===== config.mk =====
export PLATFORM = sky130hd
export DESIGN_NAME = gameDisplay
export DESIGN_NICKNAME = d
export VERILOG_FILES = /design/src/lcdPkg.sv /design/src/gamePkg.sv /design/src/frameRenderer.sv /design/src/lcdSequencer.sv /design/src/scrollTracker.sv /design/src/gameDisplay.sv
export SDC_FILE = /design/constraint.sdc
export NUM_CORES = 1
export LEC_CHECK = 0
export ABC_AREA = 0
export BUFFER_PORTS_ARGS = -buffer_cell sky130_fd_sc_hd__buf_2
export CORE_MARGIN = 5
export CORE_UTILIZATION = 65
export CTS_CLUSTER_DIAMETER = 120
export DETAILED_ROUTE_END_ITERATION = 8
export MAX_ROUTING_LAYER = met4
export PLACE_DENSITY = 0.86
export SLEW_MARGIN = 0
export SYNTH_ARGS = -nofsm -noshare
export SYNTH_HDL_FRONTEND = slang
export SYNTH_SLANG_ARGS = --single-unit

===== constraint.sdc =====
create_clock -name CLK -period 9.8 [get_ports CLK]
set_input_delay 1.47 -clock CLK [delete_from_list [all_inputs] [get_ports CLK]]
set_output_delay 1.47 -clock CLK [all_outputs]
set_load 0.05 [all_outputs]

===== src/lcdPkg.sv =====
package lcdPkg;

  // One byte on the LCD bus, command or data
  typedef logic [7:0] lcdByteT;

  // Page 0 to 7, eight pixel rows each
  typedef logic [2:0] pageT;

  // Column over both chips, 0 to 127
  typedef logic [6:0] columnT;

  // Bit 0 drives CS1, bit 1 drives CS2
  typedef logic [1:0] chipSelT;

  // Controller command codes
  localparam lcdByteT CmdDisplayOn   = 8'h3F;
  localparam lcdByteT CmdStartColumn = 8'h40;  // Y address 0
  localparam lcdByteT CmdStartLine   = 8'hC0;  // Display start line 0
  localparam lcdByteT CmdPageBase    = 8'hB8;  // Low 3 bits carry the page

  // Geometry
  localparam int ChipColumns = 64;
  localparam int Pages       = 8;

endpackage


===== src/gamePkg.sv =====
package gamePkg;

  // Symbol codes: 0 to 9 are digits
  typedef logic [3:0] symbolT;

  localparam symbolT SymPlus   = 4'hA;
  localparam symbolT SymMinus  = 4'hB;
  localparam symbolT SymTimes  = 4'hC;
  localparam symbolT SymDivide = 4'hD;
  localparam symbolT SymBlank  = 4'hE;  // F is blank as well

  // Index 2 is the leftmost symbol
  typedef symbolT [2:0] exprT;

  typedef logic [6:0] scoreT;
  typedef logic [2:0] livesT;

  // Status bar start columns
  localparam int StatusLetterL = 0;
  localparam int StatusLetterV = 8;
  localparam int StatusLevel   = 24;
  localparam int StatusHearts  = 80;

  localparam int LevelStep = 5;  // Score points per level
  localparam int MaxLevel  = 9;

  // Glyphs 0 to 13 follow the symbol codes
  typedef logic [4:0] glyphIdxT;

  localparam int       GlyphCount = 17;
  localparam glyphIdxT GlyphL     = 5'd14;
  localparam glyphIdxT GlyphV     = 5'd15;
  localparam glyphIdxT GlyphHeart = 5'd16;

  // Low byte to the even page, high byte to the odd page
  localparam logic [15:0] glyphFont [GlyphCount][8] = '{
    '{16'h0000, 16'h03E0, 16'h0C18, 16'h0808, 16'h0808, 16'h0C18, 16'h03E0, 16'h0000},  // 0
    '{16'h0000, 16'h0000, 16'h0810, 16'h0818, 16'h0FF8, 16'h0800, 16'h0800, 16'h0000},  // 1
    '{16'h0000, 16'h0000, 16'h0C10, 16'h0E08, 16'h0B08, 16'h0888, 16'h0870, 16'h0000},  // 2
    '{16'h0000, 16'h0000, 16'h0410, 16'h0888, 16'h0888, 16'h0888, 16'h0770, 16'h0000},  // 3
    '{16'h0000, 16'h0300, 16'h0280, 16'h0260, 16'h0218, 16'h0FF8, 16'h0200, 16'h0000},  // 4
    '{16'h0000, 16'h0000, 16'h0478, 16'h0848, 16'h0848, 16'h0CC8, 16'h0788, 16'h0000},  // 5
    '{16'h0000, 16'h03E0, 16'h0C90, 16'h0848, 16'h0848, 16'h0CC8, 16'h0700, 16'h0000},  // 6
    '{16'h0000, 16'h0000, 16'h0008, 16'h0C08, 16'h0388, 16'h0068, 16'h0018, 16'h0000},  // 7
    '{16'h0000, 16'h0000, 16'h0770, 16'h0888, 16'h0888, 16'h0888, 16'h0770, 16'h0000},  // 8
    '{16'h0000, 16'h0000, 16'h08F0, 16'h0908, 16'h0908, 16'h0518, 16'h03F0, 16'h0000},  // 9
    '{16'h0000, 16'h0180, 16'h0180, 16'h07E0, 16'h07E0, 16'h0180, 16'h0180, 16'h0000},  // Plus
    '{16'h0000, 16'h0180, 16'h0180, 16'h0180, 16'h0180, 16'h0180, 16'h0180, 16'h0000},  // Minus
    '{16'h0000, 16'h0420, 16'h0240, 16'h0180, 16'h0180, 16'h0240, 16'h0420, 16'h0000},  // Times
    '{16'h0000, 16'h0180, 16'h0180, 16'h05A0, 16'h05A0, 16'h0180, 16'h0180, 16'h0000},  // Divide
    '{16'h0010, 16'h0FF0, 16'h0FF0, 16'h0C10, 16'h0C00, 16'h0C00, 16'h0E00, 16'h0000},  // L
    '{16'h0020, 16'h00E0, 16'h03E0, 16'h0E00, 16'h0E00, 16'h03E0, 16'h00E0, 16'h0020},  // V
    '{16'h01C0, 16'h03E0, 16'h07F0, 16'h0FE0, 16'h0FE0, 16'h07F0, 16'h03E0, 16'h01C0}   // Heart
  };

endpackage


===== src/frameRenderer.sv =====
`timescale 1ns/1ps

module frameRenderer (
  input  lcdPkg::pageT    page,
  input  lcdPkg::columnT  column,
  input  lcdPkg::columnT  position,
  input  gamePkg::exprT   expr0,
  input  gamePkg::exprT   expr1,
  input  gamePkg::exprT   expr2,
  input  gamePkg::scoreT  score,
  input  gamePkg::livesT  lives,
  output lcdPkg::lcdByteT pixelByte
);

  logic [4:0]        level;
  gamePkg::exprT     laneExpr;
  logic [7:0]        laneRel;
  gamePkg::symbolT   laneSym;
  gamePkg::glyphIdxT glyph;
  logic [2:0]        glyphCol;
  logic              glyphHit;
  logic [15:0]       fontColumn;

  // Level digit, saturating
  always_comb
  begin
    level = 5'(score / gamePkg::LevelStep) + 5'd1;
    if (level > gamePkg::MaxLevel)
      level = 5'(gamePkg::MaxLevel);
  end

  // Lane symbol under the current column
  always_comb
  begin
    case (page[2:1])
      2'd1:
        laneExpr = expr0;  // Pages 2 and 3
      2'd2:
        laneExpr = expr1;
      default:
        laneExpr = expr2;
    endcase
    laneRel = {1'b0, column} - {1'b0, position};
    laneSym = gamePkg::SymBlank;
    if (column >= position && laneRel < 8'd24)
      laneSym = laneExpr[2 - laneRel[4:3]];  // Leftmost symbol first
  end

  always_comb
  begin
    glyph    = gamePkg::GlyphHeart;
    glyphCol = column[2:0];  // Status glyphs start on 8-column bounds
    glyphHit = 1'b0;
    if (page[2:1] == 2'd0)
    begin
      if (column >= gamePkg::StatusLetterL && column < gamePkg::StatusLetterL + 8)
      begin
        glyph    = gamePkg::GlyphL;
        glyphHit = 1'b1;
      end
      else if (column >= gamePkg::StatusLetterV && column < gamePkg::StatusLetterV + 8)
      begin
        glyph    = gamePkg::GlyphV;
        glyphHit = 1'b1;
      end
      else if (column >= gamePkg::StatusLevel && column < gamePkg::StatusLevel + 8)
      begin
        glyph    = level;
        glyphHit = 1'b1;
      end
      else if (column >= gamePkg::StatusHearts &&
               column < gamePkg::StatusHearts + 8 * lives)
      begin
        glyph    = gamePkg::GlyphHeart;  // One per remaining life
        glyphHit = 1'b1;
      end
    end
    else if (laneSym <= gamePkg::SymDivide)
    begin
      glyph    = {1'b0, laneSym};
      glyphCol = laneRel[2:0];
      glyphHit = 1'b1;
    end
  end

  assign fontColumn = gamePkg::glyphFont[glyph][glyphCol];

  // Even page takes the top half of the glyph
  assign pixelByte = !glyphHit ? 8'h00 :
                     page[0]   ? fontColumn[15:8] : fontColumn[7:0];

endmodule


===== src/lcdSequencer.sv =====
`timescale 1ns/1ps

module lcdSequencer #(
  parameter int DividerBits = 8,
  parameter int FrameGap    = 16
) (
  input  logic            CLK,
  input  logic            RESET,
  input  lcdPkg::lcdByteT pixelByte,
  output lcdPkg::pageT    page,
  output lcdPkg::columnT  column,
  output logic            frameDone,
  output logic            LCD_ENABLE,
  output logic            LCD_RW,
  output logic            LCD_DI,
  output logic            LCD_CS1,
  output logic            LCD_CS2,
  output logic            LCD_RST,
  output lcdPkg::lcdByteT LCD_DATA
);

  localparam int StartupTicks = 16;
  localparam int WaitMax      = (StartupTicks > FrameGap) ? StartupTicks : FrameGap;
  localparam int WaitBits     = $clog2(WaitMax + 1);

  localparam lcdPkg::columnT ChipColumnsLast = lcdPkg::columnT'(lcdPkg::ChipColumns - 1);

  typedef enum logic [2:0] {
    StDelay,
    StInit,
    StClearCmd,
    StClearData,
    StPageCmd,
    StPageData,
    StGap
  } stateT;

  stateT                  state;
  logic [DividerBits-1:0] divider;
  logic                   tick;
  logic [1:0]             phase;
  logic                   slot;
  logic [1:0]             initIndex;
  logic [WaitBits-1:0]    waitCount;
  lcdPkg::chipSelT        chipSel;
  logic                   sending;
  logic                   sendData;
  lcdPkg::chipSelT        sendSel;
  lcdPkg::lcdByteT        sendByte;

  assign tick = &divider;            // One LCD tick per divider wrap
  assign slot = tick && (phase == 2'd0);

  // What the current state puts on the bus
  always_comb
  begin
    sending  = 1'b1;
    sendData = 1'b0;
    sendSel  = 2'b11;
    sendByte = 8'h00;
    case (state)
      StInit:
        case (initIndex)
          2'd0:
            sendByte = lcdPkg::CmdDisplayOn;
          2'd1:
            sendByte = lcdPkg::CmdStartColumn;
          default:
            sendByte = lcdPkg::CmdStartLine;
        endcase
      StClearCmd, StPageCmd:
        sendByte = lcdPkg::CmdPageBase | lcdPkg::lcdByteT'(page);
      StClearData:
        sendData = 1'b1;
      StPageData:
      begin
        sendData = 1'b1;
        sendSel  = column[6] ? 2'b10 : 2'b01;  // Right half on chip 2
        sendByte = pixelByte;
      end
      default:
        sending = 1'b0;
    endcase
  end

  always_ff @(posedge CLK or negedge RESET)
  begin
    if (!RESET)
    begin
      divider    <= '0;
      state      <= StDelay;
      phase      <= 2'd0;
      initIndex  <= 2'd0;
      waitCount  <= '0;
      page       <= '0;
      column     <= '0;
      frameDone  <= 1'b0;
      LCD_ENABLE <= 1'b0;
      LCD_DI     <= 1'b0;
      LCD_RST    <= 1'b0;
      chipSel    <= 2'b11;
    end
    else
    begin
      divider   <= divider + 1'b1;
      frameDone <= 1'b0;
      if (tick)
      begin
        case (phase)
          2'd1:
          begin
            LCD_ENABLE <= 1'b1;
            phase      <= 2'd2;
          end
          2'd2:
          begin
            LCD_ENABLE <= 1'b0;
            phase      <= 2'd0;
          end
          default:
          begin
            if (sending)
            begin
              phase   <= 2'd1;
              LCD_DI  <= sendData;
              chipSel <= sendSel;
            end
            case (state)
              StDelay:
                if (waitCount == WaitBits'(StartupTicks - 1))
                begin
                  LCD_RST   <= 1'b1;
                  waitCount <= '0;
                  state     <= StInit;
                end
                else
                  waitCount <= waitCount + 1'b1;
              StInit:
              begin
                initIndex <= initIndex + 1'b1;
                if (initIndex == 2'd2)
                  state <= StClearCmd;
              end
              StClearCmd, StPageCmd:
              begin
                column <= '0;
                state  <= (state == StClearCmd) ? StClearData : StPageData;
              end
              StClearData:
                if (column == ChipColumnsLast)
                begin
                  page  <= page + 1'b1;
                  state <= (page == lcdPkg::Pages - 1) ? StPageCmd : StClearCmd;
                end
                else
                  column <= column + 1'b1;
              StPageData:
              begin
                column <= column + 1'b1;
                if (column == lcdPkg::columnT'(2 * lcdPkg::ChipColumns - 1))
                begin
                  page  <= page + 1'b1;   // Wraps to page 0 after the frame
                  state <= (page == lcdPkg::Pages - 1) ? StGap : StPageCmd;
                end
              end
              default:
              begin
                frameDone <= (waitCount == '0);  // First gap tick only
                if (waitCount == WaitBits'(FrameGap - 1))
                begin
                  waitCount <= '0;
                  state     <= StPageCmd;
                end
                else
                  waitCount <= waitCount + 1'b1;
              end
            endcase
          end
        endcase
      end
    end
  end

  always_ff @(posedge CLK)
  begin
    if (slot && sending)
      LCD_DATA <= sendByte;
  end

  assign LCD_RW  = 1'b0;  // Write only
  assign LCD_CS1 = chipSel[0];
  assign LCD_CS2 = chipSel[1];

endmodule


===== src/scrollTracker.sv =====
`timescale 1ns/1ps

module scrollTracker #(
  parameter int FramesPerStep = 4,
  parameter int WrapColumn    = 64
) (
  input  logic           CLK,
  input  logic           RESET,
  input  logic           frameDone,
  output lcdPkg::columnT position,
  output logic           update
);

  localparam int FrameBits = $clog2(FramesPerStep + 1);

  logic [FrameBits-1:0] frameCount;
  logic                 step;

  assign step = frameDone && (frameCount == FrameBits'(FramesPerStep - 1));

  always_ff @(posedge CLK or negedge RESET)
  begin
    if (!RESET)
    begin
      frameCount <= '0;
      position   <= '0;
      update     <= 1'b0;
    end
    else
    begin
      update <= 1'b0;
      if (frameDone)
        frameCount <= step ? '0 : frameCount + 1'b1;
      if (step)
      begin
        if (position == lcdPkg::columnT'(WrapColumn - 1))
        begin
          position <= '0;
          update   <= 1'b1;  // Ask for new expressions
        end
        else
          position <= position + 1'b1;
      end
    end
  end

endmodule


===== src/gameDisplay.sv =====
`timescale 1ns/1ps

module gameDisplay #(
  parameter int DividerBits   = 8,
  parameter int FramesPerStep = 4,
  parameter int WrapColumn    = 64,
  parameter int FrameGap      = 16
) (
  input  logic            CLK,
  input  logic            RESET,
  input  gamePkg::exprT   expr0,
  input  gamePkg::exprT   expr1,
  input  gamePkg::exprT   expr2,
  input  gamePkg::scoreT  score,
  input  gamePkg::livesT  lives,
  output logic            LCD_ENABLE,
  output logic            LCD_RW,
  output logic            LCD_DI,
  output logic            LCD_CS1,
  output logic            LCD_CS2,
  output logic            LCD_RST,
  output lcdPkg::lcdByteT LCD_DATA,
  output logic            update
);

  lcdPkg::pageT    page;
  lcdPkg::columnT  column;
  lcdPkg::columnT  position;
  lcdPkg::lcdByteT pixelByte;
  logic            frameDone;

  lcdSequencer #(
    .DividerBits (DividerBits),
    .FrameGap    (FrameGap)
  ) sequencer_i (
    .CLK        (CLK),
    .RESET      (RESET),
    .pixelByte  (pixelByte),
    .page       (page),
    .column     (column),
    .frameDone  (frameDone),
    .LCD_ENABLE (LCD_ENABLE),
    .LCD_RW     (LCD_RW),
    .LCD_DI     (LCD_DI),
    .LCD_CS1    (LCD_CS1),
    .LCD_CS2    (LCD_CS2),
    .LCD_RST    (LCD_RST),
    .LCD_DATA   (LCD_DATA)
  );

  frameRenderer renderer_i (
    .page      (page),
    .column    (column),
    .position  (position),
    .expr0     (expr0),
    .expr1     (expr1),
    .expr2     (expr2),
    .score     (score),
    .lives     (lives),
    .pixelByte (pixelByte)
  );

  scrollTracker #(
    .FramesPerStep (FramesPerStep),
    .WrapColumn    (WrapColumn)
  ) tracker_i (
    .CLK       (CLK),
    .RESET     (RESET),
    .frameDone (frameDone),
    .position  (position),
    .update    (update)
  );

endmodule


==> results of run 1 <==
==> through the flow <==
| step | power (W) | hold slack [ps] |
|---|---|---|
| floorplan | 0.0003035 | 443.2 |
| global placement | 0.0003248 | 452.0 |
| detailed placement | 0.0003303 | 456.8 |
| CTS | 0.0004672 | 483.1 |
| global route | 0.0004873 | 507.2 |
| finish | 0.0004669 | 483.2 |
==> power groups by stage <==
stage	sequential, W	combinational [W]	clock (W)
2_1_floorplan	0.000235	0.0000680	0
3_3_place_gp	0.000235	0.0000894	0
3_5_place_dp	0.000235	0.0000949	0
4_1_cts	0.000231	0.0000955	0.000141
5_1_grt	0.000231	0.000106	0.000150
6_report	0.000231	0.0000981	0.000138
==> cell usage in the layout, fill, tap and decap left out, types with 10 or more instances in the layout <==
master	n
sky130_fd_sc_hd__mux2i_1	22
sky130_fd_sc_hd__o211ai_1	12
sky130_fd_sc_hd__buf_2	61
sky130_fd_sc_hd__nand2_1	91
sky130_fd_sc_hd__a211oi_1	12
sky130_fd_sc_hd__a21o_1	11
sky130_fd_sc_hd__o22ai_1	13
sky130_fd_sc_hd__xnor2_1	15
sky130_fd_sc_hd__a21oi_1	70
sky130_fd_sc_hd__inv_1	49
sky130_fd_sc_hd__nand3_1	37
sky130_fd_sc_hd__a22oi_1	14
sky130_fd_sc_hd__and3_1	11
sky130_fd_sc_hd__o31ai_1	10
sky130_fd_sc_hd__nor2_1	74
sky130_fd_sc_hd__a31oi_1	16
sky130_fd_sc_hd__o21ai_0	45
sky130_fd_sc_hd__dfrtp_1	45
sky130_fd_sc_hd__nand4_1	13
sky130_fd_sc_hd__nor3_1	20
sky130_fd_sc_hd__nand2b_1	15
sky130_fd_sc_hd__ha_1	45
==> cell families after synthesis <==
group	count (synthesis)	synth area share (%)
compound gates	294	31.85
xor+xnor	19	2.581
fa+ha+maj	47	9.199
buf+inv	98	6.210
flops	55	22.01
mux	31	4.987
other cells	1	0.05816
simple gates	309	23.11
==> routing by layer <==
| metal | track usage [%] | up-vias | part of all wire, % |
|---|---|---|---|
| li1 | - | 3251 | - |
| met2 | 53.27 | 450 | 47 |
| met3 | 5.696 | 103 | 9.3 |
| met5 | - | - | 0 |
| met1 | 41.42 | 3298 | 39 |
| met4 | 12.82 | 0 | 4.1 |
==> final timing paths <==
check	start	endpoint	slack (ps)	cells past startpoint
min in group asynchronous	RESET	sequencer_i.waitCount[1]	1300	1
worst max register to register	sequencer_i.column[0]	sequencer_i.LCD_DATA[3]	3530	20
worst min register to register	sequencer_i.LCD_RST	sequencer_i.LCD_RST	480	1
max in group asynchronous	RESET	tracker_i.position[1]	7870	1
worst min-delay path	sequencer_i.LCD_RST	sequencer_i.LCD_RST	480	1
worst max-delay path	score[5]	sequencer_i.LCD_DATA[3]	1450	27
==> sequential cells by signal, indices dropped and copies added, names as in the netlist <==
name	flops
sequencer_i.frameDone	1
tracker_i.position	7
sequencer_i.waitCount	5
sequencer_i.LCD_DATA	8
sequencer_i.phase	2
sequencer_i.chipSel	2
sequencer_i.LCD_RST	1
sequencer_i.LCD_DI	1
sequencer_i.column	7
sequencer_i.LCD_ENABLE	1
sequencer_i.page	3
sequencer_i.initIndex	2
tracker_i.update	1
sequencer_i.divider	8
tracker_i.frameCount	3
sequencer_i.state	3
==> cell type report <==
cell class	instances	area [um^2]
clock buffer	5	68.82
clock inverter	3	28.78
fill	799	2880
inverter	52	195.2
multi-input combinational	701	4628
sequential	55	1419
tap	133	166.4
timing repair buffer	66	342.8
==> worst max-delay path, cell delays in order <==
cell and delay [ps]:
sky130_fd_sc_hd__buf_2 200, sky130_fd_sc_hd__nor2_2 190, sky130_fd_sc_hd__inv_2 90, sky130_fd_sc_hd__ha_1 330, sky130_fd_sc_hd__nand2b_1 220, sky130_fd_sc_hd__o21ai_0 540, sky130_fd_sc_hd__a21oi_1 210, sky130_fd_sc_hd__a21boi_0 170
sky130_fd_sc_hd__a211oi_1 330, sky130_fd_sc_hd__ha_1 280, sky130_fd_sc_hd__inv_1 80, sky130_fd_sc_hd__a211o_1 320, sky130_fd_sc_hd__o21ai_1 290, sky130_fd_sc_hd__o31a_2 240, sky130_fd_sc_hd__o211ai_4 110, sky130_fd_sc_hd__ha_1 250
sky130_fd_sc_hd__xnor2_1 350, sky130_fd_sc_hd__a22o_1 240, sky130_fd_sc_hd__o2111ai_1 130, sky130_fd_sc_hd__a32oi_2 550, sky130_fd_sc_hd__inv_2 220, sky130_fd_sc_hd__ha_1 340, sky130_fd_sc_hd__mux2_1 330, sky130_fd_sc_hd__a221oi_2 220
sky130_fd_sc_hd__nor3_1 70, sky130_fd_sc_hd__a311o_1 320, sky130_fd_sc_hd__a311o_1 360
==> reports/qor.csv, run 1 <==
stage,metric,value,unit
cells_and_area,finished layout cell area,6849,um^2
global_routing,GRT Util Overall,33.01,%
power_and_ir_drop,Switch Pwr,0.0001457,W
power_and_ir_drop,sequential power share,49.4,%
routing,Avg WL per Cell,18.91,um
clocking,post-CTS setup buffers,0,
timing,unrepaired setup endpoints after global routing,false,
clocking,clock insertion delay at the later pin of the skew report,320,ps
global_routing,pin count of the biggest net entering global routing,48,
worst_hold_path,type of the most critical hold path,register to register,
setup_path,CP Data Required Time,9880,ps
synth,Synth cell types,89,
power_and_ir_drop,net switching fraction of the power,31.21,%
synth,most used flip-flop cell after synthesis,sky130_fd_sc_hd__dfrtp_1,
timing,final setup violating endpoints,0,
timing,upper clock frequency limit,0.1197,GHz
cells_and_area,Ant. Diodes,0,
synth,Synth top area share,17.47,%
placement,count of input and output buffers,61,
placement,placed cell area,6751,um^2
setup_path,data arrival time of the critical path,8440,ps
power_and_ir_drop,leakage power figure,2.922,nW
floorplan,starting density of the core,66.27,%
synth,syn_nets,948,
synth,dominant cell type by area after synthesis,sky130_fd_sc_hd__dfrtp_1,
timing,final-report max-slew violation count,0,
routing,number of design rule violations left after detail routing,0,
setup_path,highest fanout seen on the critical path,19,
clocking,cells resized by post-CTS repair,0,
cells_and_area,Syn-to-layout area delta,6.229,%
timing,slew of the pin with the lowest slew margin,994.8,ps
global_routing,initial antenna violation count,0,
synth,"EDFF count, synth",8,
cells_and_area,post-route insts no fill,1015,
power_and_ir_drop,power per cell area,68.17,nW/um^2
timing,max_slew headroom,33.68,%
timing,minimum clock period,8354,ps
power_and_ir_drop,maximum vdd ir drop,60.55,uV
timing,Setup Total Neg Slack,0,ps
timing,post-route clock period utilization,85.25,%
synth,Syn Std Cell Area,6447,um^2
setup_path,element type at the critical path start,primary input,
global_routing,wire length of the first global-routing pass,31.28,mm
synth,post-synthesis sequential element count,55,
placement,RePlAce Congestion,1.095,
outcome,outcome,completed,
global_routing,global-route congestion overflow total,0,
power_and_ir_drop,fraction of power consumed by combinational cells,21.0,%
clocking,clock sink count,55,
placement,HPWL Detailed,14.24,mm
floorplan,die width,109.6,um
routing,overall routed net length,19.19,mm
clocking,maximum root-to-sink buffer count,2,
clocking,# hold bufs at CTS,0,
setup_path,endpoint class of the critical path,register,
routing,Via density,6.997,
power_and_ir_drop,Int Pwr,0.0003212,W
placement,count of placed standard cells including taps,1007,
clocking,CTS Buf Count,5,
placement,worst slack after detailed placement,1318,ps
floorplan,number of rows created at floorplan,36,
cells_and_area,fraction of layout instances using a drive strength above 1,12.02,%
clocking,CTS tree,yes,
synth,mean instance size in the synthesized netlist,7.550,um^2
clocking,H-tree Lvls,2,
setup_path,worst setup path class,primary input to register,
routing,1st-pass router iterations,6,
timing,smallest setup slack after layout,1446,ps
synth,warnings from Yosys,0,
routing,drt first-iter violations,777,
clocking,CTS root buf,sky130_fd_sc_hd__clkbuf_8,
clocking,clock-pin slew on the worst setup and hold paths,110,ps
synth,top post-synthesis cells by count,"sky130_fd_sc_hd__nand2_1, sky130_fd_sc_hd__nor2_1, sky130_fd_sc_hd__a21oi_1, sky130_fd_sc_hd__inv_1",
power_and_ir_drop,portion of total power attributed to the clock network,29.5,%
floorplan,area of the die,12010,um^2
synth,top area cells in the synthesized netlist,"sky130_fd_sc_hd__dfrtp_1, sky130_fd_sc_hd__ha_1, sky130_fd_sc_hd__a21oi_1",
routing,residual antenna-violating net count after detailed routing,0,
cells_and_area,final core area utilization,70.40,%
synth,fraction of synthesis flops using an asynchronous set or reset pin,85.45,%
floorplan,standard cell core area,9729,um^2
cells_and_area,nets,975,
timing,clock tree skew after final layout,12.44,ps
run,Maximum Capacitance Violations,0,
routing,total via count after detailed routing,7102,
floorplan,I/O pin total,63,
synth,most used standard cell by instance count after synthesis,sky130_fd_sc_hd__nand2_1,
floorplan,vertical die dimension,109.6,um
timing,Fin. Hold Viols,0,
global_routing,number of global-route vias before repair,6564,
synth,fraction of the yosys area taken by sequential cells,22.01,%
synth,cell count after synthesis,854,
Power figures use the tool's default switching activity.
==> run 2: changes to the inputs <==
SKIP_LAST_GASP = 1   (was unset)
SYNTH_HIERARCHICAL = 1   (was unset)
==> run 2 against run 1 <==
Against the previous run: die area up 0.23%; clock skew rose by 1.9 ps; register-to-register slack got worse by 60 ps; area after synthesis is 0.25% higher; maximum frequency is 5.4% lower; via count rose by 1.3%; routed wire length grew 10%; sequential share of layout area decreased by 0.18 points; combinational power rose by 12%; cell count fell by 3.4%; cell area grew 0.90%; global-route usage up 3.3 points.
==> reports/qor.csv, run 2 <==
stage,metric,value,unit,change
outcome,outcome,completed,,
setup_path,slack of the worst reg-to-reg path,3470,ps,-60 ps
synth,"EDFF count, synth",8,,unchanged
timing,unrepaired setup endpoints after global routing,false,,
synth,dominant combinational cell family by area after synthesis,compound AO/OA/AOI/OAI gates,,
synth,multiplexer fraction of the synthesized cell area,4.801,%,-0.19 points
cells_and_area,Syn-to-layout area delta,6.911,%,
global_routing,met3 track utilization from global routing,5.520,%,-0.18 points
worst_hold_path,number of instances on the worst hold path,1,,unchanged
synth,top area cells in the synthesized netlist,"sky130_fd_sc_hd__dfrtp_1, sky130_fd_sc_hd__ha_1, sky130_fd_sc_hd__nand2_1",,
floorplan,area of the die,12040,um^2,+0.23%
global_routing,met2 Use GR,60.11,%,+6.8 points
cells_and_area,top flop regs,"sequencer_i/LCD_DATA x8, sequencer_i/divider x8",,
synth,most used standard cell by instance count after synthesis,sky130_fd_sc_hd__nand2_1,,
synth,cell count after synthesis,816,,-4.4%
setup_path,cell type of the slowest stage on the worst timing path,sky130_fd_sc_hd__a41o_1,,
cells_and_area,post-route insts no fill,980,,-3.4%
power_and_ir_drop,leakage power figure,2.913,nW,-0.30%
timing,final setup violating endpoints,0,,unchanged
global_routing,pin count of the biggest net entering global routing,48,,unchanged
synth,fraction of the yosys area taken by sequential cells,21.95,%,-0.055 points
floorplan,starting density of the core,66.44,%,+0.17 points
timing,clock tree skew after final layout,14.31,ps,+1.873 ps
timing,final-report max-slew violation count,0,,unchanged
synth,dominant cell type by area after synthesis,sky130_fd_sc_hd__dfrtp_1,,
synth,XOR/XNOR Fraction of Synth Area,2.304,%,-0.28 points
synth,Synth cell types,104,,+17%
synth,"synthesized-area fraction occupied by ao, oa, aoi and oai cells",32.95,%,+1.1 points
placement,RePlAce Congestion,1.062,,-3.0%
floorplan,die width,109.7,um,+0.11%
clocking,CTS Buf Count,5,,unchanged
routing,Via density,7.339,,+4.9%
placement,worst slack after detailed placement,911.5,ps,-406.0 ps
timing,post-route clock period utilization,90.14,%,+4.9 points
global_routing,GRT Max-Usage Layer,met2,,
routing,residual antenna-violating net count after detailed routing,0,,unchanged
routing,overall routed net length,21.19,mm,+10%
global_routing,global-route congestion overflow total,0,,unchanged
cells_and_area,Ant. Diodes,0,,unchanged
routing,Avg WL per Cell,21.62,um,+14%
cells_and_area,fraction of layout instances using a drive strength above 1,15.47,%,+3.4 points
clocking,# hold bufs at CTS,0,,unchanged
setup_path,crit-path max cell delay,530,ps,-20 ps
synth,syn_nets,907,,-4.3%
clocking,clock insertion delay at the later pin of the skew report,330,ps,about the same
synth,mean instance size in the synthesized netlist,7.921,um^2,+4.9%
setup_path,Reg2Reg Depth,23,,+15%
global_routing,number of global-route vias before repair,6627,,+0.96%
global_routing,initial antenna violation count,0,,unchanged
clocking,H-tree Lvls,2,,unchanged
clocking,post-CTS setup buffers,0,,unchanged
timing,slew of the pin with the lowest slew margin,1112,ps,+116.7 ps
synth,Synth top area share,17.42,%,-0.044 points
routing,1st-pass router iterations,6,,unchanged
setup_path,worst setup path class,primary input to register,,
floorplan,vertical die dimension,109.7,um,+0.11%
timing,max_slew headroom,25.90,%,-7.8 points
setup_path,endpoint class of the critical path,register,,
worst_hold_path,source of the worst hold timing path,sequencer_i/LCD_RST,,
routing,drt first-iter violations,934,,+20%
synth,warnings from Yosys,6,,+6
clocking,CTS root buf,sky130_fd_sc_hd__clkbuf_8,,
synth,simple-gate share of the synthesized area,23.17,%,+0.058 points
setup_path,launch instance of the worst register-to-register path,sequencer_i/column[0],,
worst_hold_path,type of the most critical hold path,register to register,,
floorplan,number of rows created at floorplan,36,,unchanged
timing,upper clock frequency limit,0.1132,GHz,-5.4%
cells_and_area,nets,937,,-3.9%
clocking,maximum root-to-sink buffer count,2,,unchanged
setup_path,element type at the critical path start,primary input,,
global_routing,GRT Util Overall,36.30,%,+3.3 points
clocking,cells resized by post-CTS repair,0,,unchanged
cells_and_area,"leading cell type in the layout, fill and taps excluded",sky130_fd_sc_hd__nand2_1,,
synth,fraction of synthesis flops using an asynchronous set or reset pin,85.45,%,unchanged
placement,count of input and output buffers,61,,unchanged
synth,top post-synthesis cells by count,"sky130_fd_sc_hd__nand2_1, sky130_fd_sc_hd__a21oi_1, sky130_fd_sc_hd__nor2_1, sky130_fd_sc_hd__dfrtp_1",,
floorplan,standard cell core area,9729,um^2,unchanged
power_and_ir_drop,maximum vdd ir drop,177.3,uV,+190%
timing,final hold slack,483.7,ps,+0.5670 ps
global_routing,wire length of the first global-routing pass,33.89,mm,+8.3%
clocking,clock sink count,55,,unchanged
worst_hold_path,hold worst-path end,sequencer_i/LCD_RST,,
placement,HPWL Detailed,14.54,mm,+2.1%
timing,smallest setup slack after layout,966.5,ps,-479.4 ps
placement,count of placed standard cells including taps,972,,-3.5%
synth,post-synthesis sequential element count,55,,unchanged
synth,Syn Std Cell Area,6464,um^2,+0.25%
run,Maximum Capacitance Violations,0,,unchanged
routing,total via count after detailed routing,7192,,+1.3%
clocking,clock-pin slew on the worst setup and hold paths,90,ps,-20 ps
clocking,CTS tree,yes,,
setup_path,CP Data Required Time,9860,ps,-20 ps
power_and_ir_drop,power per cell area,75.00,nW/um^2,+10%
setup_path,highest fanout seen on the critical path,21,,+2
synth,Adder-Cell Fraction of Synth Area,8.614,%,-0.58 points
global_routing,met1 Use GR,44.73,%,+3.3 points
routing,number of design rule violations left after detail routing,0,,unchanged
setup_path,data arrival time of the critical path,8890,ps,+450 ps
power_and_ir_drop,overall power of the completed layout,0.0005183,W,+11%
timing,minimum clock period,8834,ps,+479.4 ps
timing,Fin. Hold Viols,0,,unchanged
timing,Setup Total Neg Slack,0,ps,unchanged
setup_path,destination of the worst register-to-register timing path,sequencer_i/LCD_DATA[1],,
floorplan,I/O pin total,63,,unchanged
cells_and_area,"commonest cells after routing, fill and taps aside","sky130_fd_sc_hd__nand2_1, sky130_fd_sc_hd__buf_2, sky130_fd_sc_hd__a21oi_1, sky130_fd_sc_hd__nor2_1, sky130_fd_sc_hd__dfrtp_1",,
synth,most used flip-flop cell after synthesis,sky130_fd_sc_hd__dfrtp_1,,
-- run 2: cell count changes in the layout (fill, tap and decap cells not counted), sizes merged, moves of 5 or more --
cell,before,now
a221oi,3,8
nor2,75,53
a2111oi,8,1
mux2i,22,16
or3,5,11
nand2,92,84
a21oi,71,59
inv,53,45
-- run 2: how the worst max path moves through the flow --
| stage | startpoint | endpoint | depth (start not counted) |
|---|---|---|---|
| after floorplan | score[4] | sequencer_i/LCD_DATA[2] | 36 |
| final | score[4] | sequencer_i/LCD_DATA[1] | 31 |
| after CTS | score[4] | sequencer_i/LCD_DATA[1] | 31 |
| after global routing | score[4] | sequencer_i/LCD_DATA[1] | 31 |
| after detailed placement | score[4] | sequencer_i/LCD_DATA[1] | 31 |
| after global placement | score[4] | sequencer_i/LCD_DATA[3] | 30 |
-- run 2: cells by family after synthesis --
logic type | after synthesis
adders and majority gates | 44
DFF | 55
xor gates and xnor gates | 17
other | 1
AOI/OAI and AO/OA | 293
and+or+nand+nor | 284
muxes | 29
buffers and inverters | 93
-- run 2: report_power, final --
part           leakage, nW  internal [W]  switching [W]
sequential           0.695      0.000231              0
combinational         2.15     0.0000417      0.0000682
clock               0.0654      0.000102      0.0000755
-- run 2: through the flow --
stage,utilization [%],cell area [um^2]
CTS,71.03,6910
floorplan,-,6464
detailed placement,69.66,6778
global route,71.03,6910
global placement,69.66,6778
finish,71.03,6910
-- run 2: layout make-up --
type,count,area (um^2)
clock buffers,6,72.57
clock inverters,2,60.06
fillers,704,2819
inverters,47,176.4
multi-input cells,668,4651
flip-flops and latches,55,1419
well taps,133,166.4
repair buffers,69,365.4
-- run 2: worst max-delay path, delay by kind of cell --
family | cells | cell delay (ps)
compound gates | 14 | 3320
fa+ha+maj | 5 | 1620
simple gates | 6 | 1250
buf+inv | 4 | 730
mux | 1 | 270
xor+xnor | 1 | 250
-- run 2: per-layer routing --
layer | vias to the layer above | wire (um)
met4 | 0 | 909
met5 | - | 0
met2 | 531 | 10200
met1 | 3373 | 7950
li1 | 3167 | -
met3 | 121 | 2133
==> run 3: changes to the inputs <==
CELL_PAD_IN_SITES_DETAIL_PLACEMENT = 2   (was unset)
CELL_PAD_IN_SITES_GLOBAL_PLACEMENT = 2   (was unset)
CORE_UTILIZATION = 36   (was 65)
PLACE_DENSITY = 0.81   (was 0.86)
clock period = 8.6 ns   (was 9.8 ns; I/O delays follow)
==> run 3 against run 2 <==
Against the previous run: sequential power up 14%; global-route usage down 10 points; first-iteration DRC count down 49%; worst hold slack better by 12 ps; worst setup slack worse by 560 ps; combinational power up 22%; critical endpoint is now sequencer_i/LCD_DATA[7]; sequential cell count unchanged; critical path depth down 3; clock power up 20%; utilization down 31 points.
==> reports/qor.csv, run 3 (synthesis gave the netlist of run 2 again) <==
stage,metric,value,unit,change
outcome,outcome,completed,,
setup_path,CP Data Required Time,8640,ps,-1220 ps
run,Maximum Capacitance Violations,0,,unchanged
placement,count of input and output buffers,61,,unchanged
global_routing,GRT Util Overall,26.00,%,-10 points
timing,unrepaired setup endpoints after global routing,true,,
global_routing,wire length of the first global-routing pass,42.18,mm,+24%
timing,upper clock frequency limit,0.1221,GHz,
routing,1st-pass router iterations,5,,-1
power_and_ir_drop,power per cell area,84.74,nW/um^2,+13%
clocking,clock-pin slew on the worst setup and hold paths,80,ps,about the same
clocking,maximum root-to-sink buffer count,2,,unchanged
placement,HPWL Detailed,19.60,mm,+35%
global_routing,initial antenna violation count,0,,unchanged
clocking,CTS tree,yes,,
cells_and_area,area of the multi-input gates,4682,um^2,+0.67%
cells_and_area,"commonest cells after routing, fill and taps aside","sky130_fd_sc_hd__nand2_1, sky130_fd_sc_hd__buf_2, sky130_fd_sc_hd__a21oi_1, sky130_fd_sc_hd__nor2_1, sky130_fd_sc_hd__dfrtp_1",,
clocking,CTS Buf Count,5,,unchanged
cells_and_area,nets,951,,+1.5%
cells_and_area,fraction of layout instances using a drive strength above 1,17.65,%,+2.2 points
floorplan,number of rows created at floorplan,49,,+36%
routing,residual antenna-violating net count after detailed routing,0,,unchanged
floorplan,starting density of the core,36.23,%,-30 points
cells_and_area,Ant. Diodes,0,,unchanged
routing,overall routed net length,25.80,mm,+22%
placement,count of placed standard cells including taps,1082,,+11%
clocking,CTS root buf,sky130_fd_sc_hd__clkbuf_16,,
timing,slew of the pin with the lowest slew margin,1201,ps,+89.64 ps
floorplan,area of the die,20730,um^2,+72%
clocking,# hold bufs at CTS,0,,unchanged
routing,Via density,6.371,,-13%
setup_path,highest fanout seen on the critical path,21,,unchanged
routing,total via count after detailed routing,6944,,-3.4%
routing,Avg WL per Cell,23.67,um,+9.5%
floorplan,I/O pin total,63,,unchanged
global_routing,number of global-route vias before repair,7745,,+17%
placement,RePlAce Congestion,0.9701,,-8.6%
timing,post-route clock period utilization,95.26,%,
worst_hold_path,type of the most critical hold path,register to register,,
routing,number of design rule violations left after detail routing,0,,unchanged
timing,final-report max-slew violation count,0,,unchanged
cells_and_area,post-route insts no fill,1090,,+11%
global_routing,pin count of the biggest net entering global routing,48,,unchanged
timing,max_slew headroom,19.92,%,-6.0 points
setup_path,data arrival time of the critical path,8230,ps,-660 ps
setup_path,element type at the critical path start,primary input,,
power_and_ir_drop,maximum vdd ir drop,167.5,uV,-5.6%
setup_path,endpoint class of the critical path,register,,
global_routing,global-route congestion overflow total,0,,unchanged
clocking,clock insertion delay at the later pin of the skew report,310,ps,-20 ps
cells_and_area,Syn-to-layout area delta,11.36,%,
timing,smallest setup slack after layout,407.7,ps,-558.8 ps
cells_and_area,top flop regs,"sequencer_i/LCD_DATA x8, sequencer_i/divider x8",,
floorplan,die width,144.0,um,+31%
cells_and_area,Filler Cell Count,2056,,+190%
placement,worst slack after detailed placement,-223.4,ps,-1135 ps
floorplan,vertical die dimension,144.0,um,+31%
cells_and_area,register area,1419,um^2,unchanged
cells_and_area,"leading cell type in the layout, fill and taps excluded",sky130_fd_sc_hd__nand2_1,,
setup_path,worst setup path class,primary input to register,,
floorplan,standard cell core area,17840,um^2,+83%
routing,drt first-iter violations,479,,-49%
timing,minimum clock period,8192,ps,
power_and_ir_drop,leakage power figure,2.993,nW,+2.8%
power_and_ir_drop,overall power of the completed layout,0.0006100,W,+18%
timing,Fin. Hold Viols,0,,unchanged
timing,final setup violating endpoints,0,,unchanged
clocking,clock sink count,55,,unchanged
clocking,H-tree Lvls,2,,unchanged
timing,clock tree skew after final layout,9.455,ps,-4.860 ps
==> run 3: changes by cell type in the layout (fill, tap and decap cells not counted), sizes merged <==
cell	delta
buf	+14
clkbuf	+1
inv	+1
bufinv	-2
==> run 3: cell type report <==
type	count	area share, %
clock buffer	7	1.982
clock inverter	1	0.1217
inverter	47	2.451
multi-input combinational	668	65.04
sequential	55	19.71
tap	229	3.981
timing repair buffer	83	6.710
==> run 3: where the power goes <==
group | total (W) | leakage, nW | internal, W | switching [W]
combinational | 0.000134 | 2.22 | 0.0000488 | 0.0000855
clock | 0.000213 | 0.0745 | 0.000117 | 0.0000953
sequential | 0.000263 | 0.695 | 0.000263 | 0
total | 0.000610 | 2.99 | 0.000429 | 0.000181
==> run 3: worst paths after layout <==
path,from,endpoint,slack (ps),cells past startpoint
min in group asynchronous,RESET,sequencer_i/phase[0],1170,1
worst min register to register,sequencer_i/divider[4],sequencer_i/divider[4],500,1
worst max register to register,sequencer_i/column[0],sequencer_i/LCD_DATA[7],2240,22
worst min-delay path,sequencer_i/divider[4],sequencer_i/divider[4],500,1
worst max-delay path,score[4],sequencer_i/LCD_DATA[7],410,28
max in group asynchronous,RESET,sequencer_i/column[1],6770,1
==> run 3: critical path: stages <==
cell and delay (ps):
sky130_fd_sc_hd__buf_2 210, sky130_fd_sc_hd__nor2_2 220, sky130_fd_sc_hd__inv_2 90, sky130_fd_sc_hd__ha_1 440
sky130_fd_sc_hd__nand2b_2 220, sky130_fd_sc_hd__o22ai_1 140, sky130_fd_sc_hd__or3_1 440, sky130_fd_sc_hd__buf_4 190
sky130_fd_sc_hd__o31a_2 370, sky130_fd_sc_hd__a211oi_4 330, sky130_fd_sc_hd__mux2i_1 370, sky130_fd_sc_hd__o221ai_2 190
sky130_fd_sc_hd__or2_1 360, sky130_fd_sc_hd__ha_1 280, sky130_fd_sc_hd__xnor2_1 290, sky130_fd_sc_hd__o21ai_0 180
sky130_fd_sc_hd__o211a_1 210, sky130_fd_sc_hd__a211o_1 460, sky130_fd_sc_hd__nand2_2 140, sky130_fd_sc_hd__inv_2 150
sky130_fd_sc_hd__a21oi_2 330, sky130_fd_sc_hd__nor2_1 90, sky130_fd_sc_hd__o41ai_1 600, sky130_fd_sc_hd__buf_4 210
sky130_fd_sc_hd__a211oi_1 60, sky130_fd_sc_hd__buf_4 170, sky130_fd_sc_hd__nor2_1 110, sky130_fd_sc_hd__o31ai_1 70
==> run 3: metrics by stage <==
step	hold WS, ps	utilization [%]	TNS [ps]	area (um^2)
after detailed placement	474.3	39.32	-552.1	7015
after floorplan	460.9	-	0	6464
after global routing	524.7	40.35	-70.77	7198
after CTS	501.1	40.17	0	7167
after global placement	475.5	39.32	0	7015
final	496.0	40.35	0	7198
==> run 3: repair_timing <==
item | CTS | global route
setup endpoints to repair | 0 | 8
gates resized for setup | 0 | 8
setup buffers | 0 | 0
==> run 3: metal layers <==
layer | vias up | GRT usage (%) | routed length (um)
met5 | - | - | 0
met4 | 0 | 8.276 | 641
met2 | 135 | 46.18 | 13530
met3 | 44 | 2.315 | 824
met1 | 3580 | 31.11 | 10810
li1 | 3185 | - | -
